--- config.mk ---
export PLATFORM = sky130hd
export DESIGN_NAME = enemyTop
export DESIGN_NICKNAME = d
export VERILOG_FILES = /design/src/hw/gamePkg.sv /design/src/hw/enemyStateIf.sv /design/src/hw/frameTick.sv /design/src/hw/enemyChaser.sv /design/src/hw/spriteLocator.sv /design/src/hw/enemyTop.sv
export SDC_FILE = /design/constraint.sdc
export NUM_CORES = 1
export LEC_CHECK = 0
export BUFFER_PORTS_ARGS = -buffer_cell sky130_fd_sc_hd__buf_2
export CAP_MARGIN = 40
export CORE_ASPECT_RATIO = 1.5
export CORE_MARGIN = 10
export CORE_UTILIZATION = 55
export DETAILED_ROUTE_END_ITERATION = 8
export HOLD_SLACK_MARGIN = 0.03
export PLACE_DENSITY = 0.75
export SLEW_MARGIN = 20
export SYNTH_ARGS = -nofsm -noshare
export SYNTH_HDL_FRONTEND = slang
export SYNTH_SLANG_ARGS = --single-unit
--- constraint.sdc ---
create_clock -name Clk -period 5.41 [get_ports Clk]
set_clock_uncertainty 0.1 [all_clocks]
set_input_delay 0.8115 -clock Clk [delete_from_list [all_inputs] [get_ports Clk]]
set_output_delay 0.8115 -clock Clk [all_outputs]
set_load 0.03 [all_outputs]
--- src/hw/gamePkg.sv ---
package gamePkg;

    // Screen coordinate, wide enough for the 320 by 240 playfield
    typedef logic [8:0] coordT;

    // Facing direction, the code picks the frame block in the sprite ROM
    typedef enum logic [1:0] {
        dirDown  = 2'd0,
        dirLeft  = 2'd1,
        dirUp    = 2'd2,
        dirRight = 2'd3
    } dirT;

    // Walk animation step, wraps every four pixel steps
    typedef logic [1:0] stepT;

    // Sprite ROM address
    // Twelve frames of 26 by 26 pixels need 8112 words
    typedef logic [12:0] spriteAddrT;

    // Animation frames stored per facing direction
    localparam int FRAMES_PER_DIR = 3;

endpackage

--- src/hw/enemyStateIf.sv ---
`timescale 1ns/100ps

// Enemy state from the chaser to the sprite locator
interface enemyStateIf import gamePkg::*; ();

    coordT xPos;   // Left edge of the enemy box
    coordT yPos;   // Top edge of the enemy box
    dirT   dir;    // Facing direction
    stepT  step;   // Walk animation step

    modport chaser (
        output xPos,
        output yPos,
        output dir,
        output step
    );

    modport locator (
        input xPos,
        input yPos,
        input dir,
        input step
    );

endinterface

--- src/hw/frameTick.sv ---
`timescale 1ns/100ps

module frameTick #(
    parameter int tickDivide = 4          // Frame edges per move
) (
    input  logic Clk,
    input  logic rst,
    input  logic frameClk,               // Slow frame clock, about 60 Hz
    output logic moveTick
);

    localparam int cntW = (tickDivide > 1) ? $clog2(tickDivide) : 1;

    logic            frameQ;              // Sampled frame clock
    logic            frameQd;             // Previous sample
    logic            edgePulse;           // One cycle per frame clock rise
    logic [cntW-1:0] edgeCount;
    logic            countWrap;

    assign countWrap = (edgeCount == cntW'(tickDivide - 1));

    always_ff @(posedge Clk) begin
        if (rst) begin
            frameQ    <= 1'b0;
            frameQd   <= 1'b0;
            edgePulse <= 1'b0;
            edgeCount <= '0;
        end else begin
            frameQ    <= frameClk;
            frameQd   <= frameQ;
            edgePulse <= frameQ && !frameQd;   // Rise seen on the sampled copy
            if (edgePulse) begin
                edgeCount <= countWrap ? '0 : edgeCount + 1'b1;
            end
        end
    end

    // Tick fires together with the last edge pulse of each group
    assign moveTick = edgePulse && countWrap;

endmodule

--- src/hw/enemyChaser.sv ---
`timescale 1ns/100ps

module enemyChaser import gamePkg::*; #(
    parameter int objWidth  = 26,
    parameter int objHeight = 26,
    parameter int startX    = 100,        // Centre of the enemy at reset
    parameter int startY    = 60,
    parameter int xMin      = 0,
    parameter int xMax      = 319,
    parameter int yMin      = 0,
    parameter int yMax      = 239
) (
    input  logic        Clk,
    input  logic        rst,
    input  logic        moveTick,
    input  coordT       playerX,
    input  coordT       playerY,
    enemyStateIf.chaser state
);

    // Top left corner at reset
    localparam coordT resetX = coordT'(startX - objWidth / 2);
    localparam coordT resetY = coordT'(startY - objHeight / 2);

    // Last left edge and top edge before the box would meet the far bound
    localparam coordT xStopR = coordT'(xMax - objWidth);
    localparam coordT yStopB = coordT'(yMax - objHeight);
    localparam coordT xStopL = coordT'(xMin);
    localparam coordT yStopT = coordT'(yMin);

    coordT xPos, yPos;
    dirT   dir;
    stepT  step;

    coordT nextX, nextY;
    dirT   nextDir;
    logic  stepTaken;    // A pixel step happens on this tick

    // Horizontal first, then vertical
    always_comb begin
        nextX     = xPos;
        nextY     = yPos;
        nextDir   = dir;      // Held when level on both axes
        stepTaken = 1'b0;

        if (xPos < playerX) begin
            nextDir = dirRight;
            if (xPos < xStopR) begin
                nextX     = xPos + 1'b1;
                stepTaken = 1'b1;
            end
        end else if (xPos > playerX) begin
            nextDir = dirLeft;
            if (xPos > xStopL) begin
                nextX     = xPos - 1'b1;
                stepTaken = 1'b1;
            end
        end else if (yPos < playerY) begin
            nextDir = dirDown;
            if (yPos < yStopB) begin
                nextY     = yPos + 1'b1;
                stepTaken = 1'b1;
            end
        end else if (yPos > playerY) begin
            nextDir = dirUp;
            if (yPos > yStopT) begin
                nextY     = yPos - 1'b1;
                stepTaken = 1'b1;
            end
        end
    end

    always_ff @(posedge Clk) begin
        if (rst) begin
            xPos <= resetX;
            yPos <= resetY;
            dir  <= dirDown;
            step <= '0;
        end else if (moveTick) begin
            xPos <= nextX;
            yPos <= nextY;
            dir  <= nextDir;
            if (stepTaken) begin
                step <= step + 1'b1;   // Animation only follows real movement
            end
        end
    end

    assign state.xPos = xPos;
    assign state.yPos = yPos;
    assign state.dir  = dir;
    assign state.step = step;

endmodule

--- src/hw/spriteLocator.sv ---
`timescale 1ns/100ps

module spriteLocator import gamePkg::*; #(
    parameter int objWidth  = 26,
    parameter int objHeight = 26
) (
    input  logic         Clk,
    input  logic         rst,
    input  logic         pixReq,
    input  coordT        pixX,
    input  coordT        pixY,
    output logic         pixAck,
    output logic         isObj,
    output spriteAddrT   objAddress,
    enemyStateIf.locator state
);

    typedef enum logic {
        hsIdle,     // Waiting for a request
        hsAck       // Answer held until the request drops
    } hsStateT;

    hsStateT hsState;

    coordT      offX, offY;     // Pixel offset from the box corner
    logic       inBox;
    logic [3:0] frameIdx;       // 0 to 11
    spriteAddrT addrCalc;

    assign offX = pixX - state.xPos;
    assign offY = pixY - state.yPos;

    // Offsets wrap when the pixel is above or left of the box
    assign inBox = (pixX >= state.xPos) && (offX < coordT'(objWidth)) &&
                   (pixY >= state.yPos) && (offY < coordT'(objHeight));

    // Odd steps use the two walking frames, even steps the standing one
    always_comb begin
        frameIdx = 4'(FRAMES_PER_DIR * int'(state.dir));
        if (state.step[0]) begin
            frameIdx = frameIdx + 4'd1 + 4'(state.step[1]);
        end
    end

    always_comb begin
        addrCalc = '0;
        if (inBox) begin
            addrCalc = spriteAddrT'(offX) +
                       spriteAddrT'(offY) * spriteAddrT'(objWidth) +
                       spriteAddrT'(objWidth * objHeight) * spriteAddrT'(frameIdx);
        end
    end

    always_ff @(posedge Clk) begin
        if (rst) begin
            hsState <= hsIdle;
        end else begin
            case (hsState)
                hsIdle: if (pixReq) hsState <= hsAck;
                hsAck:  if (!pixReq) hsState <= hsIdle;
                default: hsState <= hsIdle;
            endcase
        end
    end

    // Answer captured only when a request is accepted
    always_ff @(posedge Clk) begin
        if (hsState == hsIdle && pixReq) begin
            isObj      <= inBox;
            objAddress <= addrCalc;
        end
    end

    assign pixAck = (hsState == hsAck);

endmodule

--- src/hw/enemyTop.sv ---
`timescale 1ns/100ps

module enemyTop import gamePkg::*; #(
    parameter int objWidth   = 26,
    parameter int objHeight  = 26,
    parameter int startX     = 100,
    parameter int startY     = 60,
    parameter int xMin       = 0,       // Playfield bounds
    parameter int xMax       = 319,
    parameter int yMin       = 0,
    parameter int yMax       = 239,
    parameter int tickDivide = 4        // One pixel step per four frames
) (
    input  logic       Clk,
    input  logic       rst,
    input  logic       frameClk,
    input  coordT      playerX,
    input  coordT      playerY,
    input  logic       pixReq,
    input  coordT      pixX,
    input  coordT      pixY,
    output logic       pixAck,
    output logic       isObj,
    output spriteAddrT objAddress
);

    logic        moveTick;
    enemyStateIf enemyState ();

    frameTick #(
        .tickDivide (tickDivide)
    ) u_frameTick (
        .Clk      (Clk),
        .rst      (rst),
        .frameClk (frameClk),
        .moveTick (moveTick)
    );

    enemyChaser #(
        .objWidth  (objWidth),
        .objHeight (objHeight),
        .startX    (startX),
        .startY    (startY),
        .xMin      (xMin),
        .xMax      (xMax),
        .yMin      (yMin),
        .yMax      (yMax)
    ) u_enemyChaser (
        .Clk      (Clk),
        .rst      (rst),
        .moveTick (moveTick),
        .playerX  (playerX),
        .playerY  (playerY),
        .state    (enemyState.chaser)
    );

    spriteLocator #(
        .objWidth  (objWidth),
        .objHeight (objHeight)
    ) u_spriteLocator (
        .Clk        (Clk),
        .rst        (rst),
        .pixReq     (pixReq),
        .pixX       (pixX),
        .pixY       (pixY),
        .pixAck     (pixAck),
        .isObj      (isObj),
        .objAddress (objAddress),
        .state      (enemyState.locator)
    );

endmodule

==> flow_summary.ini <==
[timing]
worst_pin_slew_ns = 0.680
grt_setup_unrepaired = yes
post-route-period-util_pct = 100
fin_ws_ns = -0.0100
worst_hold_slack_ns = 0.299
slew_viol_final = 0
fmax_mhz = 185
period_needed_ns = 5.42
fin_setup_tns_ns = -0.0100
setup_viol = 1
relSlewSlack_pct = 54.2
hold_viol = 0

[clocking]
root_buffer = clkbuf_16
numClockSinks = 42
cts.path.max_buffers = 2
clk_pin_slew_ns = 0.06
cts-htree-levels = 2
clk_latency_ns = 0.29
cts_buffers = 5
cts_hold_buf = 0
cts_tree = yes

[global_route]
grt_pass1_wl_microns = 21100
grt_overflow = 0
grt_max_degree = 24
grt_pass1_vias = 4822
track_usage_pct = 18.1
antenna_found_initial = 0

[critical_path]
worstPathMaxFanout = 3
worstPathCellList = buf_8 > inv_12 > ha_4 > inv_2 > fa_2 > xor2_2 > inv_1 > ha_1 > ha_1 > xnor2_2 > inv_1 > ha_1 > a21o_1 > a21oi_4 > xnor2_2 > fa_1 > ha_1 > or2_4 > buf_6 > o22a_1 > o311a_1 > o21a_1 > nor3_2 > nor3_1
crit_slowest_cell = fa_1
cp-end-kind = flop
path_class = input port to flop
crit_path_max_incr_delay_ns = 0.45
cp.arrival_ns = 5.33
path_common_cell = ha_1
worst_ep_required_time_ns = 5.32
crit_path_start_kind = input port

[logic_synthesis]
synth_seq_cells = 42
synth_cell_types = 54
ys_warn_count = 0
syn_inst = 601
synth_fp_nets = 761
synth.top_cell.area_share_pct = 24.8
netlist_area_sq_um = 5150
ys.flop_type = dfxtp_1
async_reset_ff_share_pct = 0
syn_avg_cell_area_sq_um = 8.56
ys_seq_area_share_pct = 19.1
synth.area.top_cells = ha_1 25%, dfxtp_1 11%, edfxtp_1 8.2%
yosysTopAreaCell = ha_1
synth_edf_count = 14
yosysMostFrequentCell = ha_1
synth_common_cells = 102 x ha_1, 89 x inv_1, 58 x nor2_1, 40 x xnor2_1, 36 x nand2_1

[die]
die_area_sq_um = 13700
die_w_microns = 99.0
ios = 55
start_util_pct = 55.9
die-height_microns = 138
core_area_sq_um = 9200
rows = 43

[drt]
dr.pass1.iters = 4
avgRoutedWirePerCell_microns = 15.3
via_count = 4533
drc = 0
drt_iter0_markers = 168
vias_per_cell = 5.49
final_antenna_net_count = 0
drt-total-wl_microns = 12600

[finish]
fill_cells = 701
drive_gt1_share_pct = 21.9
layout.nets = 872
fin_area_sq_um = 6300
syn_to_final_growth_pct = 22.5
diodes = 0

[run_status]
violations = setup timing
status = finished with violations

[power]
p_per_area_nw_per_um2 = 307
vdd_drop_max_uv = 275
p_leak_nw = 3.14

[min_path]
min_path_type = flop to flop

[flow_run]
cap_violations = 0

[placement]
dp_slack_ns = -0.566
io_buffers = 54
dpl-instance-area_sq_um = 5980
hpwlAfterDp_microns = 10300
gp_congestion = 0.954
==> where the power goes <==
group / leakage [nW] / switching, mW / internal (mW)
Sequential: 0.367 / 0.00211 / 0.332
Clock: 0.0771 / 0.126 / 0.218
Combinational: 2.70 / 0.600 / 0.657
Total: 3.14 / 0.728 / 1.21
==> per-layer routing <==
| layer | share of wire (%) | track usage (%) | vias to the layer above |
|---|---|---|---|
| met5 | 0 | 0 | - |
| met4 | 3.9 | 9.61 | 0 |
| met3 | 2.3 | 2.94 | 33 |
| met2 | 56 | 35.0 | 82 |
| met1 | 38 | 17.2 | 2135 |
| li1 | - | - | 2283 |
==> flip-flops by register name, summed over array words and instances, names as in the netlist <==
register                    flops
u_enemyChaser.state.yPos        9
u_spriteLocator.pixAck          1
u_enemyChaser.state.step        2
u_enemyChaser.state.xPos        9
u_enemyChaser.state.dir         2
u_frameTick.edgePulse           1
u_spriteLocator.isObj           1
u_spriteLocator.objAddress     13
u_frameTick.frameQd             1
u_frameTick.frameQ              1
u_frameTick.edgeCount           2
==> metrics by stage <==
step	utilization (%)	power, mW	std cells
final	68.5	1.93	825
after global placement	65.0	1.40	813
after CTS	68.1	1.89	824
after detailed placement	65.0	1.45	813
after global routing	68.5	2.07	825
after floorplan	-	1.06	601
==> path summary, 6_finish.rpt <==
check | to | from | cells past startpoint | slack, ns
hold reg to reg | u_frameTick.edgePulse$_SDFF_PP0_ | u_frameTick.frameQd$_SDFF_PP0_ | 1 | 0.30
hold / removal | u_frameTick.edgePulse$_SDFF_PP0_ | u_frameTick.frameQd$_SDFF_PP0_ | 1 | 0.30
setup reg to reg | u_spriteLocator.objAddress[11]$_SDFFCE_PN0P_ | u_enemyChaser.state.yPos[0]$_SDFFE_PP1P_ | 22 | 0.24
setup / recovery | u_spriteLocator.objAddress[11]$_SDFFCE_PN0P_ | pixY[0] | 24 | -0.01
==> cell families after synthesis <==
logic type	count (synthesis)	share of synthesized area, %
xor+xnor	58	9.87
flops	42	19.1
buf+inv	96	7.25
simple gates	152	14.0
fa+ha+maj	120	31.8
mux	9	1.87
compound gates	124	16.2
==> worst max-delay path, delay by kind of cell <==
family | cells | cell delay, ns
AO/OA/AOI/OAI | 5 | 0.92
XOR/XNOR | 3 | 0.54
adder cells (fa/ha/maj) | 7 | 2.13
buffers and inverters | 6 | 0.45
AND/OR/NAND/NOR | 3 | 0.47
==> final cells by class <==
type,instances,area [sq um],area share [%]
Clock buffer,6,129,2.04
Clock inverter,2,37.5,0.595
Inverter,90,353,5.60
Multi-Input combinational cell,463,3950,62.7
Sequential cell,42,981,15.6
Tap cell,112,140,2.22
Timing Repair Buffer,110,711,11.3
==> cells in the final DEF, fill, tap and decap left out, types with 6 or more instances in the layout <==
master    count
a21o_1       13
a21oi_1      30
a21oi_2       6
buf_2        53
buf_4        54
dfxtp_1      28
edfxtp_1     14
fa_1         17
ha_1         97
inv_1        85
mux2i_1       6
nand2_1      36
nand4_1      10
nor2_1       58
nor2b_1      11
nor3_1       10
o211ai_1      6
o21a_1       12
o21ai_0      20
o21ai_1       6
xnor2_1      35
xor2_1       17
==> timing repair <==
item / in CTS / in global routing
setup endpoints to repair: 3 / 3
pin swaps: 22 / 6
gates resized for setup: 18 / 6
gates cloned: 0 / 0
buffers inserted: 3 / 0
Power figures use the tool's default switching activity.
